### config.mk
export PLATFORM = sky130hd
export DESIGN_NAME = dft_mem_top
export DESIGN_NICKNAME = d
export VERILOG_FILES = /design/src/hw/dft_types_pkg.sv /design/src/hw/dft_ctrl_pkg.sv /design/src/hw/dft_mem_top.sv /design/src/hw/dft_source.sv /design/src/hw/dft_writeback.sv /design/src/hw/dft_butterfly.sv /design/src/hw/dft_sequencer.sv /design/src/hw/dft_sample_ram.sv
export VERILOG_INCLUDE_DIRS = /design/src /design/src/include
export SDC_FILE = /design/constraint.sdc
export NUM_CORES = 1
export LEC_CHECK = 0
export BUFFER_PORTS_ARGS = -buffer_cell sky130_fd_sc_hd__clkbuf_2
export CAP_MARGIN = 0
export CORE_AREA = 2 2 204 286
export DETAILED_ROUTE_END_ITERATION = 10
export DIE_AREA = 0 0 206 288
export GPL_TIMING_DRIVEN = 0
export PLACE_DENSITY = 0.53
export SETUP_SLACK_MARGIN = 0.1
export SKIP_LAST_GASP = 1
export SYNTH_ARGS = -nofsm -noshare
export SYNTH_HDL_FRONTEND = slang
export SYNTH_SLANG_ARGS = --single-unit
export TNS_END_PERCENT = 30
### constraint.sdc
create_clock -name clk -period 4.2 [get_ports clk]
set_input_delay 0.84 -clock clk [delete_from_list [all_inputs] [get_ports clk]]
set_output_delay 0.84 -clock clk [all_outputs]
set_load 0.05 [all_outputs]
### src/include/dft_defines.svh
// Sizing for the reduced DFT memory controller
// Only 2- and 4-point packets are supported, so the memory stays at four words
// DFT_ADDR_W must cover DFT_MAX_PTS entries

`ifndef DFT_DEFINES_SVH
`define DFT_DEFINES_SVH

// Width of one real or imaginary part
`define DFT_DATA_W 16

// Largest packet, in complex points
`define DFT_MAX_PTS 4

// Sample memory address width
`define DFT_ADDR_W 2

// Idle cycles inside a packet before it is dropped
`define DFT_SINK_TIMEOUT 16

`endif
### src/hw/dft_types_pkg.sv
// Data types shared by the datapath
// Arithmetic on sample_t wraps at DFT_DATA_W bits, no scaling anywhere

`default_nettype none

`include "dft_defines.svh"

package dft_types_pkg;

	// One real or imaginary part, two's complement
	typedef logic signed [`DFT_DATA_W-1:0] sample_t;

	// Complex sample, real part in the upper half
	typedef struct packed {
		sample_t re;
		sample_t im;
	} cplx_t;

	// Sample memory address
	typedef logic [`DFT_ADDR_W-1:0] addr_t;

	// log2 of the point count; 1 means 2 points, anything else 4 points
	typedef logic [1:0] log2_pts_t;

endpackage

`default_nettype wire

### src/hw/dft_ctrl_pkg.sv
// Control types for the sequencer, butterfly and write-back
// State encoding is visible at the top level, keep it stable

`default_nettype none

package dft_ctrl_pkg;

	import dft_types_pkg::*;

	// Controller states
	typedef enum logic [2:0] {
		IDLE    = 3'd0,
		SINK    = 3'd1,
		RD      = 3'd2,
		WAIT_WR = 3'd3,
		SOURCE  = 3'd4
	} mem_state_t;

	// Butterfly operands plus where the results go back
	// Valid travels on its own wire
	typedef struct packed {
		cplx_t a;
		cplx_t b;
		addr_t addr_a;
		addr_t addr_b;
		logic  rot_j;
	} bfly_req_t;

	// Butterfly outputs, sum goes to addr_a and diff to addr_b
	typedef struct packed {
		cplx_t sum;
		cplx_t diff;
		addr_t addr_a;
		addr_t addr_b;
	} bfly_res_t;

endpackage

`default_nettype wire

### src/hw/dft_mem_top.sv
// In-place DFT memory controller, 2- or 4-point radix-2 packets
// sink_ready is a level, high only while idle; output cannot be stalled

`default_nettype none
`timescale 1ns/1ps

module dft_mem_top
	import dft_types_pkg::*;
	import dft_ctrl_pkg::*;
(
	input  logic       clk,
	input  logic       rst_n,
	input  logic       in_valid,
	input  logic       in_sop,
	input  log2_pts_t  in_size,
	input  cplx_t      in_data,
	output logic       sink_ready,
	output mem_state_t state,
	output logic       out_valid,
	output logic       out_sop,
	output logic       out_eop,
	output cplx_t      out_data
);

	// RAM ports
	addr_t     rd_addr_a;
	addr_t     rd_addr_b;
	cplx_t     rd_a;
	cplx_t     rd_b;
	logic      we_a;
	logic      we_b;
	addr_t     wr_addr_a;
	addr_t     wr_addr_b;
	cplx_t     wr_data_a;
	cplx_t     wr_data_b;
	// Butterfly traffic
	bfly_req_t bfly_req;
	logic      bfly_req_valid;
	bfly_res_t bfly_res;
	logic      bfly_res_valid;
	// Pass control
	log2_pts_t num_pts_log;
	logic      sink_done;
	logic      sink_abort;
	logic      wr_end;
	logic      src_rd_valid;
	logic      src_first;
	logic      src_last;

	dft_sequencer i_sequencer (
		.clk            (clk),
		.rst_n          (rst_n),
		.in_valid       (in_valid),
		.in_sop         (in_sop),
		.in_size        (in_size),
		.sink_done      (sink_done),
		.sink_abort     (sink_abort),
		.wr_end         (wr_end),
		.rd_a           (rd_a),
		.rd_b           (rd_b),
		.state          (state),
		.sink_ready     (sink_ready),
		.rd_addr_a      (rd_addr_a),
		.rd_addr_b      (rd_addr_b),
		.bfly_req       (bfly_req),
		.bfly_req_valid (bfly_req_valid),
		.src_rd_valid   (src_rd_valid),
		.src_first      (src_first),
		.src_last       (src_last),
		.num_pts_log    (num_pts_log)
	);

	dft_sample_ram i_ram (
		.clk       (clk),
		.rd_addr_a (rd_addr_a),
		.rd_addr_b (rd_addr_b),
		.rd_a      (rd_a),
		.rd_b      (rd_b),
		.we_a      (we_a),
		.we_b      (we_b),
		.wr_addr_a (wr_addr_a),
		.wr_addr_b (wr_addr_b),
		.wr_data_a (wr_data_a),
		.wr_data_b (wr_data_b)
	);

	dft_butterfly i_butterfly (
		.clk            (clk),
		.rst_n          (rst_n),
		.bfly_req       (bfly_req),
		.bfly_req_valid (bfly_req_valid),
		.bfly_res       (bfly_res),
		.bfly_res_valid (bfly_res_valid)
	);

	dft_writeback i_writeback (
		.clk            (clk),
		.rst_n          (rst_n),
		.state          (state),
		.num_pts_log    (num_pts_log),
		.in_valid       (in_valid),
		.in_sop         (in_sop),
		.in_data        (in_data),
		.bfly_res       (bfly_res),
		.bfly_res_valid (bfly_res_valid),
		.we_a           (we_a),
		.we_b           (we_b),
		.wr_addr_a      (wr_addr_a),
		.wr_addr_b      (wr_addr_b),
		.wr_data_a      (wr_data_a),
		.wr_data_b      (wr_data_b),
		.sink_done      (sink_done),
		.sink_abort     (sink_abort),
		.wr_end         (wr_end)
	);

	dft_source i_source (
		.clk          (clk),
		.rst_n        (rst_n),
		.src_rd_valid (src_rd_valid),
		.src_first    (src_first),
		.src_last     (src_last),
		.rd_a         (rd_a),
		.out_valid    (out_valid),
		.out_sop      (out_sop),
		.out_eop      (out_eop),
		.out_data     (out_data)
	);

endmodule

`default_nettype wire

### src/hw/dft_source.sv
// Result stage, output side: frames the read-out spectrum
// Strobes from the sequencer are delayed by the 1-cycle RAM read latency
// No back-pressure, a frame is N back-to-back valid cycles

`default_nettype none
`timescale 1ns/1ps

module dft_source
	import dft_types_pkg::*;
(
	input  logic  clk,
	input  logic  rst_n,
	input  logic  src_rd_valid,
	input  logic  src_first,
	input  logic  src_last,
	input  cplx_t rd_a,
	output logic  out_valid,
	output logic  out_sop,
	output logic  out_eop,
	output cplx_t out_data
);

	logic rd_valid_d;
	logic first_d;
	logic last_d;

	// Strobes aligned with RAM data, then registered with it
	always_ff @(posedge clk) begin
		if (!rst_n) begin
			rd_valid_d <= 1'b0;
			first_d    <= 1'b0;
			last_d     <= 1'b0;
			out_valid  <= 1'b0;
			out_sop    <= 1'b0;
			out_eop    <= 1'b0;
		end else begin
			rd_valid_d <= src_rd_valid;
			first_d    <= src_first;
			last_d     <= src_last;
			out_valid  <= rd_valid_d;
			out_sop    <= rd_valid_d && first_d;
			out_eop    <= rd_valid_d && last_d;
		end
	end

	always_ff @(posedge clk) begin
		out_data <= rd_a;
	end

endmodule

`default_nettype wire

### src/hw/dft_writeback.sv
// Result stage, memory side: sink writes, timeout, butterfly write-back
// sink_done, sink_abort and wr_end are single-cycle combinational pulses
// A sop is only taken in IDLE; later samples need just in_valid

`default_nettype none
`timescale 1ns/1ps

`include "dft_defines.svh"

module dft_writeback
	import dft_types_pkg::*;
	import dft_ctrl_pkg::*;
(
	input  logic       clk,
	input  logic       rst_n,
	input  mem_state_t state,
	input  log2_pts_t  num_pts_log,
	input  logic       in_valid,
	input  logic       in_sop,
	input  cplx_t      in_data,
	input  bfly_res_t  bfly_res,
	input  logic       bfly_res_valid,
	output logic       we_a,
	output logic       we_b,
	output addr_t      wr_addr_a,
	output addr_t      wr_addr_b,
	output cplx_t      wr_data_a,
	output cplx_t      wr_data_b,
	output logic       sink_done,
	output logic       sink_abort,
	output logic       wr_end
);

	logic       sink_mode;
	logic       accept;
	addr_t      sink_addr;
	addr_t      sink_cnt;
	addr_t      last_pt;
	logic       res_last;
	logic       res_cnt;
	logic [4:0] idle_cnt;

	assign sink_mode = (state == IDLE) || (state == SINK);
	// Point 0 comes with the sop in IDLE, the rest in SINK
	assign accept    = (state == IDLE) ? (in_valid && in_sop) : ((state == SINK) && in_valid);
	assign sink_addr = (state == IDLE) ? '0 : sink_cnt;
	assign last_pt   = (num_pts_log == 2'd1) ? 2'd1 : 2'd3;
	// N/2 results per pass
	assign res_last  = (num_pts_log != 2'd1);

	// ------------------------------------------------------------------
	// Pass control pulses
	// ------------------------------------------------------------------
	assign sink_done  = (state == SINK) && in_valid && (sink_cnt == last_pt);
	assign sink_abort = (state == SINK) && !in_valid &&
	                    (idle_cnt == 5'(`DFT_SINK_TIMEOUT - 1));
	assign wr_end     = !sink_mode && bfly_res_valid && (res_cnt == res_last);

	// Write port muxing, port B idle while sinking
	assign we_a      = sink_mode ? accept : bfly_res_valid;
	assign we_b      = !sink_mode && bfly_res_valid;
	assign wr_addr_a = sink_mode ? sink_addr : bfly_res.addr_a;
	assign wr_data_a = sink_mode ? in_data : bfly_res.sum;
	assign wr_addr_b = bfly_res.addr_b;
	assign wr_data_b = bfly_res.diff;

	always_ff @(posedge clk) begin
		if (!rst_n) begin
			sink_cnt <= '0;
			idle_cnt <= '0;
			res_cnt  <= 1'b0;
		end else begin
			if (accept)
				sink_cnt <= sink_addr + 1'b1;
			// Consecutive idle cycles inside a packet
			if ((state == SINK) && !in_valid)
				idle_cnt <= idle_cnt + 1'b1;
			else
				idle_cnt <= '0;
			if (sink_mode)
				res_cnt <= 1'b0;
			else if (bfly_res_valid)
				res_cnt <= wr_end ? 1'b0 : ~res_cnt;
		end
	end

endmodule

`default_nettype wire

### src/hw/dft_butterfly.sv
// Execute stage: radix-2 butterfly, two register stages
// Sums and differences wrap at the sample width
// Fully pipelined, a new request may enter every cycle

`default_nettype none
`timescale 1ns/1ps

module dft_butterfly
	import dft_types_pkg::*;
	import dft_ctrl_pkg::*;
(
	input  logic      clk,
	input  logic      rst_n,
	input  bfly_req_t bfly_req,
	input  logic      bfly_req_valid,
	output bfly_res_t bfly_res,
	output logic      bfly_res_valid
);

	// Multiply by -j: (re + j*im)(-j) = im - j*re
	function automatic cplx_t mul_neg_j(input cplx_t d);
		cplx_t r;
		r.re = d.im;
		r.im = -d.re;
		return r;
	endfunction

	cplx_t s1_sum;
	cplx_t s1_diff;
	addr_t s1_addr_a;
	addr_t s1_addr_b;
	logic  s1_rot;
	logic  s1_valid;

	// Valid pipe
	always_ff @(posedge clk) begin
		if (!rst_n) begin
			s1_valid       <= 1'b0;
			bfly_res_valid <= 1'b0;
		end else begin
			s1_valid       <= bfly_req_valid;
			bfly_res_valid <= s1_valid;
		end
	end

	// Stage 1, add and subtract
	always_ff @(posedge clk) begin
		s1_sum.re  <= bfly_req.a.re + bfly_req.b.re;
		s1_sum.im  <= bfly_req.a.im + bfly_req.b.im;
		s1_diff.re <= bfly_req.a.re - bfly_req.b.re;
		s1_diff.im <= bfly_req.a.im - bfly_req.b.im;
		s1_addr_a  <= bfly_req.addr_a;
		s1_addr_b  <= bfly_req.addr_b;
		s1_rot     <= bfly_req.rot_j;
	end

	// Stage 2, twiddle on the difference where flagged
	always_ff @(posedge clk) begin
		bfly_res.sum    <= s1_sum;
		bfly_res.diff   <= s1_rot ? mul_neg_j(s1_diff) : s1_diff;
		bfly_res.addr_a <= s1_addr_a;
		bfly_res.addr_b <= s1_addr_b;
	end

endmodule

`default_nettype wire

### src/hw/dft_sequencer.sv
// Decode stage: controller FSM, stage and pair counters, read addresses
// Radix-2 DIF in place; N=4 needs two stages, N=2 one
// Read addresses are combinational, RAM data lines up one cycle later

`default_nettype none
`timescale 1ns/1ps

module dft_sequencer
	import dft_types_pkg::*;
	import dft_ctrl_pkg::*;
(
	input  logic       clk,
	input  logic       rst_n,
	input  logic       in_valid,
	input  logic       in_sop,
	input  log2_pts_t  in_size,
	input  logic       sink_done,
	input  logic       sink_abort,
	input  logic       wr_end,
	input  cplx_t      rd_a,
	input  cplx_t      rd_b,
	output mem_state_t state,
	output logic       sink_ready,
	output addr_t      rd_addr_a,
	output addr_t      rd_addr_b,
	output bfly_req_t  bfly_req,
	output logic       bfly_req_valid,
	output logic       src_rd_valid,
	output logic       src_first,
	output logic       src_last,
	output log2_pts_t  num_pts_log
);

	logic  n4;
	logic  pair_cnt;
	logic  stage;
	addr_t src_cnt;
	logic  last_pair;
	logic  last_stage;
	logic  src_end;
	logic  rd_issue;
	logic  rot_j;
	addr_t pair_a;
	addr_t pair_b;
	// Held for one cycle to meet the RAM data
	logic  issue_d;
	addr_t addr_a_d;
	addr_t addr_b_d;
	logic  rot_j_d;

	assign n4         = (num_pts_log == 2'd2);
	assign last_pair  = !n4 || pair_cnt;
	assign last_stage = !n4 || stage;
	assign src_end    = (src_cnt == (n4 ? 2'd3 : 2'd1));
	assign sink_ready = (state == IDLE);
	assign rd_issue   = (state == RD);

	// ------------------------------------------------------------------
	// Address generation
	// ------------------------------------------------------------------
	// Stage 0 of N=4 pairs points two apart, otherwise neighbours
	always_comb begin
		if (n4 && !stage) begin
			pair_a = {1'b0, pair_cnt};
			pair_b = {1'b1, pair_cnt};
		end else begin
			pair_a = {pair_cnt, 1'b0};
			pair_b = {pair_cnt, 1'b1};
		end
	end

	// Only the (1,3) butterfly of the first N=4 stage sees W4^1 = -j
	assign rot_j = n4 && !stage && pair_cnt;

	// Source reads in bit-reversed order through port A
	assign rd_addr_a    = (state == SOURCE) ? (n4 ? {src_cnt[0], src_cnt[1]} : src_cnt) : pair_a;
	assign rd_addr_b    = pair_b;
	assign src_rd_valid = (state == SOURCE);
	assign src_first    = src_rd_valid && (src_cnt == 2'd0);
	assign src_last     = src_rd_valid && src_end;

	// ------------------------------------------------------------------
	// Controller FSM
	// ------------------------------------------------------------------
	always_ff @(posedge clk) begin
		if (!rst_n) begin
			state       <= IDLE;
			num_pts_log <= 2'd2;
			pair_cnt    <= 1'b0;
			stage       <= 1'b0;
			src_cnt     <= '0;
		end else begin
			case (state)
			IDLE: begin
				// Size captured with the accepted sop, illegal sizes run as N=4
				if (in_valid && in_sop) begin
					state       <= SINK;
					num_pts_log <= (in_size == 2'd1) ? 2'd1 : 2'd2;
				end
			end
			SINK: begin
				if (sink_abort) begin
					state <= IDLE;
				end else if (sink_done) begin
					state    <= RD;
					stage    <= 1'b0;
					pair_cnt <= 1'b0;
				end
			end
			RD: begin
				// One pair per cycle
				if (last_pair) begin
					state    <= WAIT_WR;
					pair_cnt <= 1'b0;
				end else begin
					pair_cnt <= pair_cnt + 1'b1;
				end
			end
			WAIT_WR: begin
				if (wr_end) begin
					if (last_stage) begin
						state   <= SOURCE;
						src_cnt <= '0;
					end else begin
						state <= RD;
						stage <= 1'b1;
					end
				end
			end
			SOURCE: begin
				if (src_end)
					state <= IDLE;
				else
					src_cnt <= src_cnt + 1'b1;
			end
			default: state <= IDLE;
			endcase
		end
	end

	// ------------------------------------------------------------------
	// Butterfly request
	// ------------------------------------------------------------------
	always_ff @(posedge clk) begin
		if (!rst_n) begin
			issue_d        <= 1'b0;
			bfly_req_valid <= 1'b0;
		end else begin
			issue_d        <= rd_issue;
			bfly_req_valid <= issue_d;
		end
	end

	// Operands straight from RAM, addresses and flag from the issue cycle
	always_ff @(posedge clk) begin
		addr_a_d        <= pair_a;
		addr_b_d        <= pair_b;
		rot_j_d         <= rot_j;
		bfly_req.a      <= rd_a;
		bfly_req.b      <= rd_b;
		bfly_req.addr_a <= addr_a_d;
		bfly_req.addr_b <= addr_b_d;
		bfly_req.rot_j  <= rot_j_d;
	end

endmodule

`default_nettype wire

### src/hw/dft_sample_ram.sv
// Four-word complex sample store, two read and two write ports
// Reads are registered, one cycle latency, old data on a same-cycle write
// The two write ports must never hit the same address together

`default_nettype none
`timescale 1ns/1ps

`include "dft_defines.svh"

module dft_sample_ram
	import dft_types_pkg::*;
(
	input  logic  clk,
	input  addr_t rd_addr_a,
	input  addr_t rd_addr_b,
	output cplx_t rd_a,
	output cplx_t rd_b,
	input  logic  we_a,
	input  logic  we_b,
	input  addr_t wr_addr_a,
	input  addr_t wr_addr_b,
	input  cplx_t wr_data_a,
	input  cplx_t wr_data_b
);

	cplx_t mem [`DFT_MAX_PTS];

	// Synchronous read ports
	always_ff @(posedge clk) begin
		rd_a <= mem[rd_addr_a];
		rd_b <= mem[rd_addr_b];
	end

	// Write ports, A carries sink samples and sums, B carries differences
	always_ff @(posedge clk) begin
		if (we_a)
			mem[wr_addr_a] <= wr_data_a;
		if (we_b)
			mem[wr_addr_b] <= wr_data_b;
	end

endmodule

`default_nettype wire

==> flow_results.xml <==
<?xml version="1.0" encoding="UTF-8"?>
<metrics>
  <group name="route">
    <metric name="detailroute.via_count" unit="">12250</metric>
    <metric name="length_of_the_first_detailed_routing_pass_in_iterations" unit="">5</metric>
    <metric name="met3WireLength" unit="um">1901</metric>
    <metric name="drt-total-wl" unit="um">49030</metric>
    <metric name="ant_nets" unit="">0</metric>
    <metric name="routed_via_density" unit="">4.808</metric>
    <metric name="top_layer" unit="">met5</metric>
    <metric name="initial_drt_markers" unit="">840</metric>
    <metric name="remaining_drc_errors" unit="">0</metric>
    <metric name="wl_met1" unit="um">19840</metric>
    <metric name="routed_wire_length_per_instance" unit="um">19.24</metric>
    <metric name="met2_wirelength" unit="um">25080</metric>
  </group>
  <group name="layout">
    <metric name="proportion_of_layout_cells_with_a_drive_suffix_above_1" unit="%">15.95</metric>
    <metric name="post-route-cell-area" unit="sq mm">0.02083</metric>
    <metric name="synthToLayoutAreaGrowth" unit="%">16.03</metric>
    <metric name="final_net_count" unit="">1878</metric>
    <metric name="layout_filler_cell_count" unit="">5656</metric>
    <metric name="n_antenna_cell" unit="">0</metric>
  </group>
  <group name="hold_path">
    <metric name="hold_depth" unit="">0</metric>
    <metric name="timing.hold.worst.class" unit="">register to register</metric>
    <metric name="holdPathEnd" unit="">i_butterfly.bfly_res[50]$_DFF_P_</metric>
    <metric name="hold_start" unit="">i_butterfly.s1_sum[14]$_DFF_P_</metric>
  </group>
  <group name="setup_path">
    <metric name="reg2reg_from" unit="">i_sequencer.state[2]$_SDFFE_PN0P_</metric>
    <metric name="critical_path.startpoint_type" unit="">register</metric>
    <metric name="timing.critical_path.cells" unit="">or2_2 -&gt; buf_2 -&gt; buf_2 -&gt; buf_2 -&gt; nand2_1 -&gt; o21a_1 -&gt; o21ai_4 -&gt; buf_16</metric>
    <metric name="endpoint_kind" unit="">register</metric>
    <metric name="critical_path_peak_fanout" unit="">17</metric>
    <metric name="worstSetupPathType" unit="">register to register</metric>
    <metric name="critical-path-slowest-cell" unit="">o21ai_4</metric>
    <metric name="crit_arrival" unit="ps">3490</metric>
    <metric name="worst_path_dominant_cell_family" unit="">buffers and inverters</metric>
    <metric name="required_time_of_the_worst_setup_path" unit="ps">4480</metric>
    <metric name="reg2reg_depth" unit="">8</metric>
    <metric name="critical_path.most_common_cell" unit="">buf_2</metric>
    <metric name="sum_of_buffers_and_inverters_on_the_critical_path" unit="">4</metric>
    <metric name="regToRegEndpoint" unit="">i_ram.mem[1][30]$_DFFE_PP_</metric>
    <metric name="rrSetupSlack" unit="ps">990</metric>
    <metric name="critical-path-max-stage-delay" unit="ps">680</metric>
  </group>
  <group name="yosys">
    <metric name="synthesis.nets" unit="">1754</metric>
    <metric name="yosys.cell_types.count" unit="">81</metric>
    <metric name="postSynth.topFlopCell" unit="">dfxtp_1</metric>
    <metric name="yosysTopAreaCellShare" unit="%">33.11</metric>
    <metric name="netlist_top_cells_area" unit="">dfxtp_1 (33%), edfxtp_1 (21%), mux2i_1 (9.1%), a21oi_1 (4.9%), ha_1 (4.5%)</metric>
    <metric name="post-synth-top-area-cell" unit="">dfxtp_1</metric>
    <metric name="share_of_flip_flops_with_an_asynchronous_set_or_reset" unit="%">0</metric>
    <metric name="post_synthesis_cell_count" unit="">1648</metric>
    <metric name="synth_edf_count" unit="">128</metric>
    <metric name="syn-cell-area" unit="sq mm">0.01795</metric>
    <metric name="post_synth.cell_area_avg" unit="sq um">10.89</metric>
    <metric name="yosys_warnings" unit="">0</metric>
    <metric name="sequential_share_of_the_synthesized_area" unit="%">54.52</metric>
    <metric name="postSynthRegisterBits" unit="">425</metric>
  </group>
  <group name="floorplan">
    <metric name="die_span_in_x" unit="um">206</metric>
    <metric name="rows" unit="">104</metric>
    <metric name="design.die.area" unit="sq mm">0.05933</metric>
    <metric name="floorplan.initialDensity" unit="%">31.50</metric>
    <metric name="core-area" unit="sq mm">0.05699</metric>
    <metric name="floorplan.io_pins" unit="">77</metric>
    <metric name="floorplan.die.height" unit="um">288</metric>
  </group>
  <group name="run">
    <metric name="maxCapViolCount" unit="">0</metric>
  </group>
  <group name="clock_tree">
    <metric name="cts_hold_buf" unit="">0</metric>
    <metric name="cts_max_level" unit="">2</metric>
    <metric name="ctsRootBufferMaster" unit="">clkbuf_16</metric>
    <metric name="cts_repair_resize_count" unit="">0</metric>
    <metric name="number_of_clock_sinks" unit="">425</metric>
    <metric name="worst_skew_pair.late_latency" unit="ps">580</metric>
    <metric name="clockBufferDepth" unit="">3</metric>
    <metric name="post_cts.repair.setup_buffers" unit="">0</metric>
    <metric name="clk_pin_slew" unit="ps">60</metric>
    <metric name="cts-buffers-inserted" unit="">43</metric>
    <metric name="cts_tree" unit="">built</metric>
  </group>
  <group name="sta">
    <metric name="setup_viol" unit="">0</metric>
    <metric name="min_period_over_period" unit="%">76.47</metric>
    <metric name="timing.final.hold_violations" unit="">0</metric>
    <metric name="final.min_clock_period" unit="ps">3212</metric>
    <metric name="relSlewSlack" unit="%">45.49</metric>
    <metric name="final-max-slew-violation-count" unit="">0</metric>
    <metric name="grt_setup_unrepaired" unit="">no</metric>
    <metric name="final.setup_skew" unit="ps">15.51</metric>
    <metric name="timing.setup.tns" unit="ps">0</metric>
    <metric name="max_freq" unit="GHz">0.3113</metric>
    <metric name="worst_pin_slew" unit="ps">814.6</metric>
  </group>
  <group name="grt">
    <metric name="number_of_global_route_vias_before_repair" unit="">12540</metric>
    <metric name="track_usage" unit="%">16.69</metric>
    <metric name="grt_start_max_net_pins" unit="">22</metric>
    <metric name="grt_first_pass_wirelength" unit="um">74190</metric>
    <metric name="grt_antenna_before_repair" unit="">1</metric>
    <metric name="globalRouteOverflowTotal" unit="">0</metric>
  </group>
  <group name="placement">
    <metric name="port_buffers" unit="">75</metric>
    <metric name="dpl.hpwl" unit="um">36490</metric>
    <metric name="dpl_cell_area" unit="sq mm">0.01939</metric>
    <metric name="gp_congestion" unit="">0.9038</metric>
  </group>
  <group name="power_and_ir_drop">
    <metric name="power_density" unit="mW/mm^2">671.8</metric>
    <metric name="totalPowerFinal" unit="mW">14.00</metric>
    <metric name="power_leakage" unit="nW">8.144</metric>
    <metric name="vdd_drop_max" unit="mV">0.2620</metric>
  </group>
  <group name="outcome">
    <metric name="run_status" unit="">finished, final reports clean</metric>
  </group>
</metrics>
-- per-layer routing --
layer  global-route usage [%]  vias up
li1                         -     5974
met1                    19.44     5850
met2                    29.95      317
met3                    2.388      109
met4                    7.714        2
met5                        0        -
-- power by group --
part           switching, mW  internal, mW
clock                   1.64          2.24
combinational           2.47          1.57
sequential             0.700          5.37
total                   4.81          9.18
-- cell usage after synthesis (5+ instances only) --
cell / number
nand2_1: 64
o21bai_1: 5
edfxtp_1: 128
nor2b_1: 18
dfxtp_1: 297
nand3_1: 11
o21ai_0: 60
or3_1: 5
xor2_1: 12
a21o_1: 5
a21oi_1: 175
buf_12: 6
a211oi_1: 5
nand3b_1: 5
and2_1: 6
and3_1: 5
inv_1: 70
o31ai_1: 8
buf_4: 41
nor2_1: 201
a31oi_1: 8
nand2b_1: 14
mux2i_1: 164
ha_1: 64
mux2_2: 30
o21a_1: 9
clkbuf_1: 27
buf_2: 29
xnor2_1: 52
buf_1: 5
nor3_1: 23
nor4_1: 9
-- flip-flops by register name (all words and copies together), names as in the netlist, 2 cells and up --
register                 flops
i_ram.mem                  128
i_butterfly.bfly_res        68
i_sequencer.bfly_req        36
i_ram.rd_a                  32
i_ram.rd_b                  32
i_source.out_data           32
i_butterfly.s1_diff         31
i_butterfly.s1_sum          31
i_writeback.idle_cnt         5
i_sequencer.state            3
i_butterfly.s1_addr_a        2
i_butterfly.s1_addr_b        2
i_sequencer.addr_a_d         2
i_sequencer.addr_b_d         2
i_sequencer.num_pts_log      2
i_sequencer.src_cnt          2
i_writeback.sink_cnt         2
-- how the worst max path moves through the flow --
stage	end	cells after the start	from	slack, ps
global placement	i_ram.mem[2][3]$_DFFE_PP_	6	i_sequencer.state[2]$_SDFFE_PN0P_	-2820
finish	i_ram.mem[1][30]$_DFFE_PP_	8	i_sequencer.state[2]$_SDFFE_PN0P_	990
CTS	i_ram.mem[3][18]$_DFFE_PP_	7	i_sequencer.state[2]$_SDFFE_PN0P_	1000
global route	i_ram.mem[1][30]$_DFFE_PP_	8	i_sequencer.state[2]$_SDFFE_PN0P_	860
floorplan	i_ram.mem[1][0]$_DFFE_PP_	8	i_sequencer.state[1]$_SDFFE_PN0P_	-290
detailed placement	i_ram.mem[3][5]$_DFFE_PP_	7	i_sequencer.state[2]$_SDFFE_PN0P_	1000
-- worst reg2reg max path, cell delays in order, from the launching register on --
cell     delay, ps
dfxtp_1        460
or2_2          160
buf_2          190
buf_2          370
buf_2          460
nand2_1        130
o21a_1         190
o21ai_4        680
buf_16         250
-- cell families (layout without fill, tap and decap cells) --
family,after synthesis,in the layout,synth area share (%)
buffers and inverters,184,342,5.575
multiplexers,194,194,11.02
AO/OA/AOI/OAI,330,330,11.03
AND/OR/NAND/NOR,383,383,9.819
adder cells (fa/ha/maj),68,68,4.906
flip-flops,425,425,54.52
XOR/XNOR,64,64,3.122
-- per-stage QoR --
stage / setup WS [ps] / hold WS, ps / util, % / cells
finish: 988.1 / 319.1 / 36.55 / 2548
global route: 863.3 / 329.3 / 36.55 / 2548
CTS: 996.6 / 321.8 / 36.55 / 2548
detailed placement: 996.9 / 312.1 / 34.02 / 2469
global placement: -2815 / 309.9 / 33.79 / 2465
floorplan: -287.5 / 309.6 / - / 1648
-- cells in the final DEF, fill, tap and decap left out, drive strengths merged, types with 12 or more instances in the layout --
| master | netlist | routed |
|---|---|---|
| buf | 84 | 88 |
| inv | 70 | 74 |
| edfxtp | 128 | 128 |
| clkbuf | 27 | 163 |
| ha | 64 | 64 |
| nor3 | 24 | 24 |
| dfxtp | 297 | 297 |
| xor2 | 12 | 12 |
| a21oi | 175 | 175 |
| nor2b | 18 | 18 |
| o21ai | 65 | 65 |
| mux2i | 164 | 164 |
| nor2 | 202 | 202 |
| xnor2 | 52 | 52 |
| mux2 | 30 | 30 |
| nand2 | 64 | 64 |
| clkinv | 3 | 14 |
| nand2b | 14 | 14 |
-- cell type report --
class	count	area [sq um]	area share, %
sequential	425	9789	46.99
inverter	73	274.0	1.315
timing repair buffer	79	462.9	2.222
multi-input combinational	1039	7209	34.61
clock inverter	18	133.9	0.6426
clock buffer	61	1308	6.276
buffer	111	726.9	3.489
tap	742	928.4	4.456
Power figures use the tool's default switching activity.
